<file path="config.mk">
export PLATFORM = sky130hd
export DESIGN_NAME = seg_display_top
export DESIGN_NICKNAME = d
export VERILOG_FILES = /design/src/hdl/seg_pkg.sv /design/src/hdl/scan_ctrl.sv /design/src/hdl/digit_counter.sv /design/src/hdl/seg_decoder.sv /design/src/hdl/segment_scanner.sv /design/src/hdl/seg_display_top.sv
export VERILOG_INCLUDE_DIRS = /design/src /design/src/hdl
export SDC_FILE = /design/constraint.sdc
export NUM_CORES = 1
export LEC_CHECK = 0
export BUFFER_PORTS_ARGS = -buffer_cell sky130_fd_sc_hd__buf_2
export CORE_MARGIN = 4
export CORE_UTILIZATION = 25
export CTS_CLUSTER_DIAMETER = 50
export CTS_CLUSTER_SIZE = 28
export DETAILED_ROUTE_END_ITERATION = 7
export HOLD_SLACK_MARGIN = 0.15
export PLACE_DENSITY = 0.44
export SLEW_MARGIN = 20
export SYNTH_ARGS = -nofsm -noshare
export SYNTH_HDL_FRONTEND = slang
export SYNTH_SLANG_ARGS = --single-unit
</file>
<file path="constraint.sdc">
create_clock -name CLK -period 2.55 [get_ports CLK]
set_clock_uncertainty 0.15 [all_clocks]
set_input_delay 0.255 -clock CLK [delete_from_list [all_inputs] [get_ports CLK]]
set_output_delay 0.255 -clock CLK [all_outputs]
set_load 0.03 [all_outputs]
</file>
<file path="src/hdl/seg_defines.svh">
/* build-time sizes for the seven-segment scan driver:
   digit count, slot and count dividers, startup hold length */
`ifndef SEG_DEFINES_SVH
`define SEG_DEFINES_SVH

// number of digits on the display, one anode each
`define SEG_DIGITS 4

// clocks per segment slot, kept short for simulation
`define DOT_DIV 4

// full scan frames per counter step
`define FRAMES_PER_COUNT 2

// clocks the display stays dark after reset
`define STARTUP_CYCLES 20

`endif

</file>
<file path="src/hdl/seg_pkg.sv">
/* shared types of the scan driver: controller state, segment slot codes,
   segment pattern, decimal count, scan position and controller strobes */
`include "seg_defines.svh"

package seg_pkg;

	localparam int DIGIT_W = (`SEG_DIGITS > 1) ? $clog2(`SEG_DIGITS) : 1; // digit index width

	typedef enum logic {
		ST_STARTUP, // display held dark
		ST_RUN      // scanning
	} ctrl_state_e;

	// one slot per segment, then a dark slot before the next digit
	typedef enum logic [2:0] {
		SLOT_A     = 3'd0,
		SLOT_B     = 3'd1,
		SLOT_C     = 3'd2,
		SLOT_D     = 3'd3,
		SLOT_E     = 3'd4,
		SLOT_F     = 3'd5,
		SLOT_G     = 3'd6,
		SLOT_BLANK = 3'd7
	} slot_e;

	typedef struct packed {
		logic a; // msb, 0 lights the segment
		logic b;
		logic c;
		logic d;
		logic e;
		logic f;
		logic g; // lsb
	} seg_pattern_t;

	typedef logic [`SEG_DIGITS-1:0][3:0] bcd_count_t; // [0] least significant digit

	typedef logic [DIGIT_W-1:0] digit_idx_t;

	typedef struct packed {
		digit_idx_t digit; // anode being driven
		slot_e      slot;  // segment being driven
	} scan_pos_t;

	typedef struct packed {
		logic slot_tick;  // step scanner one slot
		logic count_tick; // step decimal counter
	} scan_strobe_t;

endpackage

</file>
<file path="src/hdl/scan_ctrl.sv">
/* scan controller: startup hold FSM, segment slot prescaler,
   frame counter that gates the count strobe with run */
`timescale 1ns/1ps
`include "seg_defines.svh"

module scan_ctrl (
	input  logic                  CLK,
	input  logic                  reset,
	input  logic                  frame_start,
	input  logic                  run,
	output seg_pkg::scan_strobe_t strobe,
	output logic                  ready
);
	import seg_pkg::*;

	localparam int HOLD_W  = $clog2(`STARTUP_CYCLES + 1);
	localparam int DIV_W   = (`DOT_DIV > 1) ? $clog2(`DOT_DIV) : 1;
	localparam int FRAME_W = (`FRAMES_PER_COUNT > 1) ? $clog2(`FRAMES_PER_COUNT) : 1;

	ctrl_state_e        state;
	logic [HOLD_W-1:0]  hold_cnt;   // clocks spent in startup
	logic [DIV_W-1:0]   div_cnt;    // slot prescaler
	logic [FRAME_W-1:0] frame_cnt;  // frames since last count step
	logic               div_wrap;   // last clock of a slot
	logic               frame_last; // next frame_start completes a count period

	assign div_wrap   = (div_cnt == DIV_W'(`DOT_DIV - 1));
	assign frame_last = (frame_cnt == FRAME_W'(`FRAMES_PER_COUNT - 1));
	assign ready      = (state == ST_RUN);

	// ready rises STARTUP_CYCLES clocks after the first edge out of reset
	always_ff @(posedge CLK) begin
		if (reset) begin
			state    <= ST_STARTUP;
			hold_cnt <= '0;
		end else begin
			case (state)
				ST_STARTUP: begin
					if (hold_cnt == HOLD_W'(`STARTUP_CYCLES)) begin
						state <= ST_RUN; // hold done, start scanning
					end else begin
						hold_cnt <= hold_cnt + 1'b1;
					end
				end
				default: begin
					state <= ST_RUN; // stays here until reset
				end
			endcase
		end
	end

	// strobes are single-clock pulses, idle unless set below
	always_ff @(posedge CLK) begin
		if (reset) begin
			div_cnt   <= '0;
			frame_cnt <= '0;
			strobe    <= '0;
		end else begin
			strobe <= '0;
			if (state == ST_RUN) begin
				div_cnt          <= div_wrap ? '0 : div_cnt + 1'b1;
				strobe.slot_tick <= div_wrap; // once every DOT_DIV clocks
				if (frame_start) begin
					frame_cnt         <= frame_last ? '0 : frame_cnt + 1'b1; // counts with run low too
					strobe.count_tick <= frame_last & run; // only the counter step is gated
				end
			end
		end
	end

endmodule

</file>
<file path="src/hdl/digit_counter.sv">
/* decimal up counter of SEG_DIGITS digits, carry rippling from digit 0,
   synchronous clear taking priority over the count strobe */
`timescale 1ns/1ps
`include "seg_defines.svh"

module digit_counter (
	input  logic                CLK,
	input  logic                reset,
	input  logic                clear,
	input  logic                count_tick,
	output seg_pkg::bcd_count_t count
);
	import seg_pkg::*;

	bcd_count_t count_next; // count plus one, in decimal

	// a step enters digit 0 and carries up while digits roll over from 9
	always_comb begin
		logic carry;
		carry = 1'b1;
		for (int i = 0; i < `SEG_DIGITS; i++) begin
			count_next[i] = count[i];
			if (carry) begin
				if (count[i] >= 4'd9) begin
					count_next[i] = 4'd0; // roll over, carry stays set
				end else begin
					count_next[i] = count[i] + 4'd1;
					carry         = 1'b0; // absorbed here
				end
			end
		end
	end

	// all nines wrap to all zeros through the carry chain
	always_ff @(posedge CLK) begin
		if (reset) begin
			count <= '0;
		end else if (clear) begin
			count <= '0; // clear beats a coincident tick
		end else if (count_tick) begin
			count <= count_next;
		end
	end

endmodule

</file>
<file path="src/hdl/seg_decoder.sv">
/* frame snapshot of the decimal count and lookup of the
   active-low segment pattern for the digit under the scan */
`timescale 1ns/1ps
`include "seg_defines.svh"

module seg_decoder (
	input  logic                  CLK,
	input  logic                  reset,
	input  logic                  frame_start,
	input  seg_pkg::bcd_count_t   count,
	input  seg_pkg::scan_pos_t    pos,
	output seg_pkg::seg_pattern_t pattern
);
	import seg_pkg::*;

	bcd_count_t snap;      // count as shown for the current frame
	bcd_count_t shown;     // snapshot, or live count on the frame's first clock
	logic [3:0] digit_val; // value of the scanned digit

	always_ff @(posedge CLK) begin
		if (reset) begin
			snap <= '0;
		end else if (frame_start) begin
			snap <= count;
		end
	end

	// frame_start coincides with digit 0 slot a, so that clock already sees the new value
	assign shown     = frame_start ? count : snap;
	assign digit_val = shown[pos.digit];

	// bit order a..g, 0 lights the segment
	always_comb begin
		case (digit_val)
			4'd0:    pattern = 7'b0000001;
			4'd1:    pattern = 7'b1001111;
			4'd2:    pattern = 7'b0010010;
			4'd3:    pattern = 7'b0000110;
			4'd4:    pattern = 7'b1001100;
			4'd5:    pattern = 7'b0100100;
			4'd6:    pattern = 7'b0100000;
			4'd7:    pattern = 7'b0001111;
			4'd8:    pattern = 7'b0000000;
			4'd9:    pattern = 7'b0000100;
			default: pattern = 7'b1111111; // not decimal, keep dark
		endcase
		if (pos.slot == SLOT_BLANK) begin
			pattern = 7'b1111111; // gap slot between digits
		end
	end

endmodule

</file>
<file path="src/hdl/segment_scanner.sv">
/* scan position walker over slots and digits, frame start pulse,
   registered single-segment and one-hot anode drive */
`timescale 1ns/1ps
`include "seg_defines.svh"

module segment_scanner (
	input  logic                   CLK,
	input  logic                   reset,
	input  logic                   ready,
	input  logic                   slot_tick,
	input  seg_pkg::seg_pattern_t  pattern,
	output seg_pkg::scan_pos_t     pos,
	output logic                   frame_start,
	output seg_pkg::seg_pattern_t  seg,
	output logic [`SEG_DIGITS-1:0] anode
);
	import seg_pkg::*;

	localparam digit_idx_t LAST_DIGIT = digit_idx_t'(`SEG_DIGITS - 1);

	seg_pattern_t           seg_next;   // only the current slot's bit may be 0
	logic [`SEG_DIGITS-1:0] anode_next;
	logic                   wrap;       // blank slot of the last digit

	assign wrap = (pos.slot == SLOT_BLANK) && (pos.digit == LAST_DIGIT);

	// a..g then blank, then the next digit, digit 0 first
	always_ff @(posedge CLK) begin
		if (reset) begin
			pos.digit   <= '0;
			pos.slot    <= SLOT_A;
			frame_start <= 1'b0;
		end else begin
			frame_start <= 1'b0;
			if (ready && slot_tick) begin
				frame_start <= wrap; // high while pos sits at digit 0, slot a
				if (pos.slot == SLOT_BLANK) begin
					pos.slot  <= SLOT_A;
					pos.digit <= wrap ? '0 : pos.digit + 1'b1;
				end else begin
					pos.slot <= slot_e'(pos.slot + 3'd1);
				end
			end
		end
	end

	always_comb begin
		seg_next   = '1;
		anode_next = '0;
		anode_next[pos.digit] = 1'b1; // held through the blank slot as well
		case (pos.slot)
			SLOT_A:  seg_next.a = pattern.a;
			SLOT_B:  seg_next.b = pattern.b;
			SLOT_C:  seg_next.c = pattern.c;
			SLOT_D:  seg_next.d = pattern.d;
			SLOT_E:  seg_next.e = pattern.e;
			SLOT_F:  seg_next.f = pattern.f;
			SLOT_G:  seg_next.g = pattern.g;
			default: seg_next   = '1; // blank slot
		endcase
	end

	// outputs follow pos by one clock, dark until the controller is ready
	always_ff @(posedge CLK) begin
		if (reset || !ready) begin
			seg   <= '1;
			anode <= '0;
		end else begin
			seg   <= seg_next;
			anode <= anode_next;
		end
	end

endmodule

</file>
<file path="src/hdl/seg_display_top.sv">
/* top level of the seven-segment scan driver:
   controller, decimal counter, decoder and scanner */
`timescale 1ns/1ps
`include "seg_defines.svh"

module seg_display_top (
	input  logic                   CLK,
	input  logic                   reset,
	input  logic                   run,   // level, lets the count advance
	input  logic                   clear, // pulse, zeroes the count
	output seg_pkg::seg_pattern_t  seg,
	output logic [`SEG_DIGITS-1:0] anode,
	output seg_pkg::bcd_count_t    count,
	output logic                   ready
);
	import seg_pkg::*;

	scan_strobe_t strobe;      // slot and count ticks
	scan_pos_t    pos;         // digit and slot under the scan
	seg_pattern_t pattern;     // decoded digit at pos
	logic         frame_start; // scan back at digit 0, slot a

	scan_ctrl u_scan_ctrl (
		.CLK         (CLK),
		.reset       (reset),
		.frame_start (frame_start),
		.run         (run),
		.strobe      (strobe),
		.ready       (ready)
	);

	digit_counter u_digit_counter (
		.CLK        (CLK),
		.reset      (reset),
		.clear      (clear),
		.count_tick (strobe.count_tick),
		.count      (count)
	);

	seg_decoder u_seg_decoder (
		.CLK         (CLK),
		.reset       (reset),
		.frame_start (frame_start),
		.count       (count),
		.pos         (pos),
		.pattern     (pattern)
	);

	segment_scanner u_segment_scanner (
		.CLK         (CLK),
		.reset       (reset),
		.ready       (ready),
		.slot_tick   (strobe.slot_tick),
		.pattern     (pattern),
		.pos         (pos),
		.frame_start (frame_start),
		.seg         (seg),
		.anode       (anode)
	);

endmodule

</file>
### Yosys cells after proc, flatten, opt, wreduce, memory -nomap -nowiden

Memory sizes are Yosys's and may differ from the RTL's.
Index checks and enable logic that the tools add are counted.

| storage, ports and cells | value |
|---|---|
| register bits | 60 |
| bits in read-only memories | 112 |
| input port bits | 4 |
| output and inout port bits | 28 |
| memories kept | 1 |

| operators by class | value |
|---|---|
| $add $sub $neg | 9 |
| magnitude comparators | 6 |
| eq/ne operators | 10 |
| mux-type cells | 20 |
| bitwise operators | 12 |
| reductions and logical operators | 23 |

Memory list:

| memory | words | bits a word | rd ports | clocked after Yosys merged registers in | wr ports | RTL line | source |
|---|---|---|---|---|---|---|---|
| (no name shown) | 16 | 7 | 1 | 0 | 0 | seg_decoder.sv:34 | `case (digit_val)` |

Operators by type and width:

| cell | number |
|---|---|
| $reduce_or A3 Y1 | 8 |
| $mux W4 | 5 |
| $add A4 B1 Y4 const B | 4 |
| $ge A4 B4 Y1 const B | 4 |
| $mux W16 | 1 |
| $eq A3 B3 Y1 const B | 4 |
| $reduce_and A2 Y1 | 6 |
| $not A1 Y1 | 11 |
| $mux W1 | 9 |
| $bmux W4 S2 | 1 |
| $eq A3 B2 Y1 const B | 2 |
| $reduce_or A2 Y1 | 3 |
| $add A5 B1 Y5 const B | 1 |
| $eq A5 B5 Y1 const B | 1 |
| $add A2 B1 Y2 const B | 2 |
| $eq A2 B2 Y1 const B | 2 |
| $mux W2 | 2 |
| $add A3 B1 Y3 const B | 1 |
| $eq A3 B1 Y1 const B | 1 |
| $logic_and A1 B1 Y1 | 3 |
| $logic_not A3 Y1 | 1 |
| $lt A2 B3 Y1 const B | 1 |
| $mux W3 | 1 |
| $demux W1 S2 | 1 |
| 5 further kinds | 5 |

### Longest topological paths before layout

Gate-level depths: netlist of the first run.

| depth | value |
|---|---|
| depth in word-level cells | 5 |
| depth in mapped cells | 8 |
| gate-level depth less buffers | 6 |

### Hierarchy

From an unflattened synthesis of the first run, not the netlist that was laid out.

| unflattened totals | value |
|---|---|
| cell total of the unflattened synthesis | 313 |
| area, all modules | 3,234.4 µm² |

By module, submodules not included:

| module | times used | cells an instance | area each (µm²) |
|---|---|---|---|
| seg_decoder | 1 | 97 | 1,087.3 |
| digit_counter | 1 | 103 | 920.9 |
| segment_scanner | 1 | 64 | 729.4 |
| scan_ctrl | 1 | 49 | 496.7 |

### Worst setup path after synthesis of the first run

OpenSTA, ideal clock, no wires.

| path | value |
|---|---|
| kind | register to register |
| start point | register u_digit_counter.count[1] (netlist name) |
| end point | register u_digit_counter.count[11] (netlist name) |
| library setup time | 0.126 ns |
| arrival time | 1.989 ns |
| data required time | 2.274 ns |
| setup slack | 0.285 ns |
| stages on the path, launching flop included | 9 |
| path buffers | 2 |
| period minus slack after synthesis | 2.265 ns |
| path through | dfxtp_1 inv_1 ha_1 or3b_2 clkbuf_1 and4_1 buf_2 a41oi_1 nor2_1 |

| between the ends | value |
|---|---|
| cells in the longest elaborated chain, start to end | 4 |

RTL lines:

| what | RTL line | source |
|---|---|---|
| start: declaration | digit_counter.sv:11 | `output seg_pkg::bcd_count_t count` |
| start signal: assignment | digit_counter.sv:41 | `count <= count_next;` |
| $ge A4 B4 Y1 | digit_counter.sv:24 | `if (count[i] >= 4'd9) begin` |
| $mux W1 | digit_counter.sv:24 |  |
| $mux W1 | digit_counter.sv:23 | `if (carry) begin` |
| $reduce_and A2 Y1 (no line) | n/a |  |

Every way passes these cells.
A chain may end at the register's enable or synchronous reset.

### Worst setup path in the final report of the first run

| path | value |
|---|---|
| start point | register u_segment_scanner.pos[3] (netlist name) |
| end point | register u_segment_scanner.seg[2] (netlist name) |

| between the ends | value |
|---|---|
| cells in the longest elaborated chain, start to end | 3 |

RTL lines:

| what | RTL line | source |
|---|---|---|
| $bmux W4 S2 | seg_decoder.sv:30 | `assign digit_val = shown[pos.digit];` |
| $mux W4 (implied by the code) | seg_decoder.sv:30 |  |
| $mem_v2 Z16 W7 | n/a |  |

Every way passes these cells. The select of a mux whose other input is x is not followed.

==> results of run 1 <==
## power groups by stage
stage               logic, uW  registers (uW)  clock network, uW
global route             37.7             946               1230
global placement         30.3             966                  0
floorplan                21.1             966                  0
CTS                      33.7             946               1190
finish                   33.0             947               1150
detailed placement       31.1             966                  0
## sequential cells by signal (all words and copies together), names as in the netlist
signal / flops
u_seg_decoder.snap: 16
u_scan_ctrl.ready: 1
u_scan_ctrl.div_cnt: 2
u_scan_ctrl.frame_cnt: 1
u_digit_counter.count: 16
u_segment_scanner.anode: 4
u_segment_scanner.frame_start: 1
u_segment_scanner.seg: 7
u_scan_ctrl.hold_cnt: 5
u_segment_scanner.pos: 5
u_scan_ctrl.strobe: 2
## layer usage
layer	track usage	up-vias	wire length [um]
met5	0	-	0
met4	0.0521	0	157
met3	0.0328	12	271
met2	0.149	34	2940
met1	0.131	1087	3350
li1	-	1181	-
## final timing paths
path / from / endpoint / slack [ns] / cells after the start
worst max-delay path: u_segment_scanner.pos[3] / u_segment_scanner.seg[2] / 0.20 / 7
worst min-delay path: clear / u_digit_counter.count[4] / 0.19 / 4
worst max register to register: u_segment_scanner.pos[3] / u_segment_scanner.seg[2] / 0.20 / 7
worst min register to register: u_seg_decoder.snap[2] / u_seg_decoder.snap[2] / 0.34 / 2
## cell families (layout without fill, tap and decap cells)
family / Yosys count / in the layout / synth area share
multiplexers: 38 / 38 / 0.172
AND/OR/NAND/NOR: 101 / 101 / 0.167
XOR/XNOR: 9 / 9 / 0.0255
buffers and inverters: 35 / 82 / 0.0494
adder cells (fa/ha/maj): 30 / 30 / 0.121
flip-flops: 60 / 60 / 0.389
AO/OA/AOI/OAI: 40 / 40 / 0.0765
## layout make-up
class | count | area (sq um)
well taps | 168 | 210
multi-input cells | 218 | 1740
fillers | 1250 | 8270
repair buffers | 44 | 270
clock inverters | 4 | 22.5
inverters | 22 | 82.6
flip-flops and latches | 60 | 1200
clock buffers | 12 | 267
## cell usage in the layout (no fill, tap or decap), types with 9 or more instances in the layout
cell type / Yosys / routed
inv_1: 20 / 20
ha_1: 30 / 30
mux2i_1: 25 / 25
dfxtp_1: 60 / 60
a21oi_1: 22 / 22
nand2_1: 10 / 10
buf_2: 3 / 31
nor2_1: 41 / 41
clkbuf_16: 0 / 9
buf_4: 0 / 10
## repair_timing
action	in CTS	in global routing
hold buffers	2	0
setup endpoints to repair	0	0
buffers inserted	0	0
endpoints found under the hold margin	5	0
## critical path: stages (launching register included)
cell	delay, ns
dfxtp_1	0.46
buf_12	0.17
mux4_2	0.52
mux2i_4	0.28
inv_2	0.11
ha_1	0.20
mux2_2	0.26
a21oi_1	0.13
## metrics by stage
stage          cells  instance area (sq um)
2_1_floorplan    313                   3090
3_3_place_gp     510                   3480
3_5_place_dp     510                   3480
4_1_cts          528                   3790
5_1_grt          528                   3790
6_report         528                   3790
==> flow_metrics.py, run 1 <==
metrics = {
    "yosys": {
        "synth_cell_types": 47,
        "syn-cell-area_sq_um": 3090,
        "yosysSeqAreaShare": 0.389,
        "post_synth.cell_area_avg_sq_um": 9.88,
        "syn-num-nets": 347,
        "yosysTopAreaCellShare": 0.389,
        "yosysWarningCount": 0,
        "synth_seq_cells": 60,
        "synth-edff-count": 0,
        "synth-main-ff-cell": "dfxtp_1",
        "synthTopCellsByCount": "dfxtp_1 (60), nor2_1 (41), ha_1 (30)",
        "yosysMostFrequentCell": "dfxtp_1",
        "yosys.area.top_type": "dfxtp_1",
        "syn_inst": 313,
        "synthArstFlopShare": 0,
        "synth_top_cells_by_area": "dfxtp_1 (39%), ha_1 (12%), mux2i_1 (8.1%)",
    },
    "placement": {
        "post-dp-hpwl_um": 4980,
        "pre_cts_ws_ns": 0.217,
        "port_buffers": 31,
        "gp_congestion": 0.745,
    },
    "grt": {
        "antenna_found_initial": 0,
        "grt_pass1_wl_um": 11300,
        "grt_usage": 0.101,
        "grt_max_degree": 20,
        "grt_overflow": 0,
        "grt_pass1_vias": 2293,
    },
    "clock_network": {
        "clk_path_buf_depth": 2,
        "htree_num_levels": 3,
        "cts_resized": 0,
        "path_clk_slew_ns": 0.05,
        "clk-insertion-delay-late_ns": 0.33,
        "root_buffer": "clkbuf_16",
        "cts_buffers": 9,
        "clock-sinks": 60,
        "cts_tree": "yes",
    },
    "timing": {
        "period_minus_slack_ns": 2.35,
        "drv_slew": 0,
        "worst_slew_pin_slew_ns": 0.542,
        "setup_viol": 0,
        "hold_ws_ns": 0.192,
        "rsz0062_at_grt": "no",
        "final.setup.worst_slack_ns": 0.199,
        "tns_ns": 0,
        "fin_crit_sh": 0.922,
        "maxSlewHeadroom": 0.638,
        "fmax_mhz": 425,
        "hold_viol": 0,
    },
    "pwr": {
        "power_density_nw_per_um2": 563,
        "switchingPower_uw": 448,
        "max-vdd-ir-drop_v": 0.000283,
        "power_frac_clock": 0.541,
        "switching_share": 0.210,
        "power_report.internal_total_uw": 1680,
        "power_uw": 2130,
        "pwr-share-seq": 0.444,
        "combinationalPowerShare": 0.015,
        "leakagePower_uw": 0.00154,
    },
    "route": {
        "ant_nets": 0,
        "routedWlPerCell_um": 12.7,
        "vias_per_cell": 4.38,
        "wirelength_um": 6720,
        "vias": 2314,
        "first_pass_iters": 6,
        "drt-initial-drc-count": 118,
        "drt_drc_violations_left": 0,
    },
    "floorplan": {
        "rows": 40,
        "dieWidth_um": 119,
        "die_h_um": 119,
        "dieArea_sq_um": 14200,
        "coreArea_sq_um": 12100,
        "initial_utilization": 0.256,
        "ios": 32,
    },
    "finish": {
        "nets": 389,
        "drive_gt1_frac": 0.203,
        "diodes": 0,
        "synthToLayoutAreaGrowth_pct": 22.6,
        "fin_util": 0.314,
    },
    "worst_setup_path": {
        "arrival_ns": 2.46,
        "required_ns": 2.66,
        "crit_path_end_kind": "flop",
        "path_class": "flop to flop",
        "crit_path_start_kind": "flop",
        "worst-path-max-fanout": 9,
    },
    "worst_hold_path": {
        "hp-class": "primary input to flop",
    },
    "flow_run": {
        "cap_violations": 0,
    },
    "outcome": {
        "status": "complete, no violations",
    },
}
Note: power is estimated with default switching activity, not from simulation.
==> run 2: changes to the inputs <==
--- a/config.mk
+++ b/config.mk
@@ -9,6 +9,7 @@
 export BUFFER_PORTS_ARGS = -buffer_cell sky130_fd_sc_hd__buf_2
 export CORE_MARGIN = 4
 export CORE_UTILIZATION = 25
+export CTS_BUF_LIST = sky130_fd_sc_hd__clkbuf_8
 export CTS_CLUSTER_DIAMETER = 50
 export CTS_CLUSTER_SIZE = 28
 export DETAILED_ROUTE_END_ITERATION = 7
==> run 2 against run 1 <==
- global-route usage is 0.11 points lower
- count of clock-buffer cells in the layout stayed put
- via count is 0.69% lower
- cell area is 2.7% lower
- sequential share of layout area is 0.87 points higher
- setup slack worse by 0.011 ns
- fmax is 0.48% lower
- utilization is 0.84 points lower
- total power is 16% lower
- critical path type unchanged
- critical endpoint unchanged
- largest cell class unchanged
==> flow_metrics.py, run 2 (synthesized netlist as in run 1, its figures left out) <==
metrics = {
    "outcome": {
        "status": "complete, no violations",
    },
    "route": {
        "drt_drc_violations_left": 0,
        "vias": 2298,
        "vias_per_cell": 4.35,
        "drt-initial-drc-count": 129,
        "ant_nets": 0,
        "first_pass_iters": 6,
        "wirelength_um": 6710,
        "routedWlPerCell_um": 12.7,
    },
    "finish": {
        "nets": 389,
        "layout_common_cells": "dfxtp_1 (60), nor2_1 (41), buf_2 (31)",
        "final_common_cell": "dfxtp_1",
        "fill_cells": 1262,
        "reg.largest.list": "u_digit_counter.count (16), u_seg_decoder.snap (16), u_segment_scanner.seg (7)",
        "diodes": 0,
        "drive_gt1_frac": 0.203,
        "layout.cells.non_filler": 528,
        "synthToLayoutAreaGrowth_pct": 19.3,
    },
    "placement": {
        "post-dp-hpwl_um": 4980,
        "gp_congestion": 0.745,
        "port_buffers": 31,
        "place_inst": 510,
    },
    "worst_setup_path": {
        "critical_path.max_stage_delay_ns": 0.52,
        "arrival_ns": 2.49,
        "crit_path_start_kind": "flop",
        "path_cells": "buf_12, mux4_2, mux2i_4, inv_2, ha_1, mux2_2, a21oi_1",
        "cp_slowest_cell": "mux4_2",
        "worst-path-max-fanout": 9,
        "path_class": "flop to flop",
        "required_ns": 2.68,
        "crit_path_end_kind": "flop",
    },
    "grt": {
        "grt_usage": 0.0998,
        "grt_max_degree": 20,
        "grt_overflow": 0,
        "grt_pass1_vias": 2281,
        "antenna_found_initial": 0,
        "grt_pass1_wl_um": 11200,
    },
    "pwr": {
        "leakagePower_uw": 0.00150,
        "max-vdd-ir-drop_v": 0.000196,
        "power_uw": 1790,
        "power_density_nw_per_um2": 485,
    },
    "timing": {
        "maxSlewHeadroom": 0.631,
        "tns_ns": 0,
        "fmax_mhz": 423,
        "hold_viol": 0,
        "setup_viol": 0,
        "worst_slew_pin_slew_ns": 0.552,
        "period_minus_slack_ns": 2.36,
        "fin_crit_sh": 0.926,
        "rsz0062_at_grt": "no",
        "drv_slew": 0,
    },
    "clock_network": {
        "clk-insertion-delay-late_ns": 0.35,
        "cts_buffers": 9,
        "path_clk_slew_ns": 0.07,
        "htree_num_levels": 3,
        "post_cts_buffers": 0,
        "clk_path_buf_depth": 2,
        "root_buffer": "clkbuf_8",
        "cts_tree": "yes",
        "cts_resized": 0,
        "clock-sinks": 60,
    },
    "floorplan": {
        "coreArea_sq_um": 12100,
        "initial_utilization": 0.256,
        "rows": 40,
        "die_h_um": 119,
        "ios": 32,
        "dieArea_sq_um": 14200,
        "dieWidth_um": 119,
    },
    "flow_run": {
        "cap_violations": 0,
    },
    "worst_hold_path": {
        "hp-class": "primary input to flop",
    },
}
run 2: layout make-up:
type | instances | area, sq um | share of cell area
clock buffers | 12 | 165 | 0.0448
clock inverters | 4 | 22.5 | 0.00610
inverters | 22 | 82.6 | 0.0224
multi-input cells | 218 | 1740 | 0.471
flip-flops and latches | 60 | 1200 | 0.326
well taps | 168 | 210 | 0.0570
repair buffers | 44 | 270 | 0.0732
run 2: worst max-delay path, delay by kind of cell (launching register included):
kind	cells	cell delay, ns
AO/OA/AOI/OAI	1	0.13
adder cells (fa/ha/maj)	1	0.20
buffers and inverters	2	0.28
flip-flops	1	0.47
multiplexers	3	1.06
run 2: path summary, 6_finish.rpt:
check                      startpoint                       end  slack (ns)  cells after the start
max          u_segment_scanner.pos[3]  u_segment_scanner.seg[2]        0.19                      7
min                             clear  u_digit_counter.count[4]        0.17                      4
max reg2reg  u_segment_scanner.pos[3]  u_segment_scanner.seg[2]        0.19                      7
min reg2reg     u_seg_decoder.snap[7]     u_seg_decoder.snap[7]        0.34                      2
run 2: through the flow:
stage / worst slack [ns] / hold WS, ns / utilization / area (sq um)
CTS: 0.186 / 0.158 / 0.306 / 3690
detailed placement: 0.217 / 0.324 / 0.289 / 3480
global route: 0.0719 / 0.190 / 0.306 / 3690
finish: 0.187 / 0.171 / 0.306 / 3690
floorplan: 0.285 / 0.293 / - / 3090
global placement: 0.246 / 0.319 / 0.289 / 3480
run 2: power breakdown:
| part | leakage (uW) | switching [uW] | internal (uW) |
|---|---|---|---|
| Clock | 0.0000982 | 383 | 427 |
| Combinational | 0.000915 | 21.1 | 11.6 |
| Sequential | 0.000484 | 4.01 | 941 |
| Total | 0.00150 | 409 | 1380 |
run 2: repair_timing:
item	4_1_cts	5_1_grt
hold buffers	2	0
hold endpoints to repair	13	0
setup endpoints to repair	0	0
run 2: per-layer routing:
layer  vias to the layer above  GRT usage  routed length, um  part of all wire
li1                       1173          -                  -                 -
met1                      1082      0.130               3390              0.50
met2                        32      0.148               2900              0.43
met3                        11     0.0313                268             0.040
met4                         0     0.0500                148             0.022
met5                         -          0                  0                 0
==> run 3: changes to the inputs <==
--- a/config.mk
+++ b/config.mk
@@ -15,6 +15,7 @@
 export DETAILED_ROUTE_END_ITERATION = 7
 export HOLD_SLACK_MARGIN = 0.15
 export PLACE_DENSITY = 0.44
+export RECOVER_POWER = 25
 export SLEW_MARGIN = 20
 export SYNTH_ARGS = -nofsm -noshare
 export SYNTH_HDL_FRONTEND = slang
==> run 3 against run 2 <==
- sequential power hardly changed
- combinational power hardly changed
- non-clock buffer count stayed put
- via count is 0.17% lower
- setup slack hardly changed
- die area stayed put
- register-to-register slack hardly changed
- total power hardly changed
- flip-flop and latch count stayed put
- critical endpoint unchanged
==> flow_metrics.py, run 3 (synthesized netlist as in run 1, its figures left out) <==
metrics = {
    "timing": {
        "final.setup.worst_slack_ns": 0.187,
        "hold_viol": 0,
        "tns_ns": 0,
        "drv_slew": 0,
        "rsz0062_at_grt": "no",
        "hold_ws_ns": 0.171,
        "period_minus_slack_ns": 2.36,
        "fmax_mhz": 423,
        "fin_crit_sh": 0.927,
        "worst_slew_pin_slew_ns": 0.822,
        "setup_viol": 0,
        "maxSlewHeadroom": 0.452,
    },
    "worst_setup_path": {
        "r2r_slack_ns": 0.19,
        "path_class": "flop to flop",
        "required_ns": 2.68,
        "worst-path-max-fanout": 9,
        "arrival_ns": 2.49,
        "crit_path_start_kind": "flop",
        "crit_path_end_kind": "flop",
    },
    "placement": {
        "gp_congestion": 0.745,
        "post-dp-hpwl_um": 4980,
        "place_inst": 510,
        "port_buffers": 31,
        "pre_cts_ws_ns": 0.217,
    },
    "floorplan": {
        "dieArea_sq_um": 14200,
        "rows": 40,
        "coreArea_sq_um": 12100,
        "die_h_um": 119,
        "initial_utilization": 0.256,
        "ios": 32,
        "dieWidth_um": 119,
    },
    "pwr": {
        "leakagePower_uw": 0.00147,
        "power_density_nw_per_um2": 486,
        "max-vdd-ir-drop_v": 0.000196,
    },
    "finish": {
        "fill_cells": 1264,
        "reg.largest.list": "u_digit_counter.count (16), u_seg_decoder.snap (16), u_segment_scanner.seg (7)",
        "diodes": 0,
        "fin_util": 0.305,
        "final_common_cell": "dfxtp_1",
        "drive_gt1_frac": 0.169,
        "nets": 389,
        "layout.cells.non_filler": 528,
        "synthToLayoutAreaGrowth_pct": 18.9,
        "layout_common_cells": "dfxtp_1 (60), nor2_1 (41), ha_1 (30)",
    },
    "clock_network": {
        "cts_buffers": 9,
        "root_buffer": "clkbuf_8",
        "clk_path_buf_depth": 2,
        "clk-insertion-delay-late_ns": 0.35,
        "clock-sinks": 60,
        "htree_num_levels": 3,
        "path_clk_slew_ns": 0.07,
        "cts_tree": "yes",
    },
    "worst_hold_path": {
        "hp-class": "primary input to flop",
    },
    "flow_run": {
        "cap_violations": 0,
    },
    "route": {
        "ant_nets": 0,
        "drt-initial-drc-count": 150,
        "vias": 2294,
        "vias_per_cell": 4.34,
        "drt_drc_violations_left": 0,
        "wirelength_um": 6720,
        "routedWlPerCell_um": 12.7,
        "wl_met2_um": 2900,
        "wl_met1_um": 3410,
        "wl_met3_um": 262,
        "routed.top_layer": "met4",
        "first_pass_iters": 6,
    },
    "grt": {
        "grt_overflow": 0,
        "grt_usage": 0.0998,
        "antenna_found_initial": 0,
        "grt_max_degree": 20,
        "grt_pass1_wl_um": 11200,
        "grt_pass1_vias": 2281,
    },
    "outcome": {
        "status": "complete, no violations",
    },
}
## run 3: cell count changes in the layout (fill, tap and decap cells not counted), sizes merged
| cell | delta |
|---|---|
| buf | -12 |
| clkbuf | +12 |
## run 3: final timing paths
path | from | endpoint | cells after the start
max | u_segment_scanner.pos[3] | u_segment_scanner.seg[2] | 7
min | clear | u_digit_counter.count[4] | 4
max reg2reg | u_segment_scanner.pos[3] | u_segment_scanner.seg[2] | 7
min reg2reg | u_seg_decoder.snap[7] | u_seg_decoder.snap[7] | 2
## run 3: per-stage QoR
stage | area, sq um | power (uW)
CTS | 3690 | 1820
global placement | 3480 | 997
global route | 3670 | 1860
finish | 3670 | 1790
detailed placement | 3480 | 997
floorplan | 3090 | 987
## run 3: cell type report
cell class	instances	area, sq um	area share
clock buffers	12	165	0.0449
clock inverters	4	22.5	0.00613
inverters	22	82.6	0.0225
multi-input cells	218	1740	0.473
flip-flops and latches	60	1200	0.327
well taps	168	210	0.0572
repair buffers	44	255	0.0695
## run 3: repair_timing
item / 4_1_cts / 5_1_grt
buffers inserted: 0 / 0
hold buffers: 2 / 0
setup endpoints to repair: 0 / 0
endpoints found under the hold margin: 13 / 0
resized for setup: 0 / 0
## run 3: worst max-delay path: stages, from the launching register on
cell     delay [ns]
dfxtp_1        0.47
buf_12         0.17
mux4_2         0.52
mux2i_4        0.28
inv_2          0.11
ha_1           0.20
mux2_2         0.26
a21oi_1        0.13
## run 3: where the power goes
group          internal [uW]  total (uW)  switching [uW]  leakage (uW)
logic                   11.3        32.5            21.2      0.000887
registers                941         945            4.01      0.000484
clock network            427         810             383     0.0000982
## run 3: routing by layer
layer  GRT usage  up-vias
met5           0        -
met4      0.0500        0
met3      0.0313       11
met2       0.148       32
met1       0.130     1078
li1            -     1173
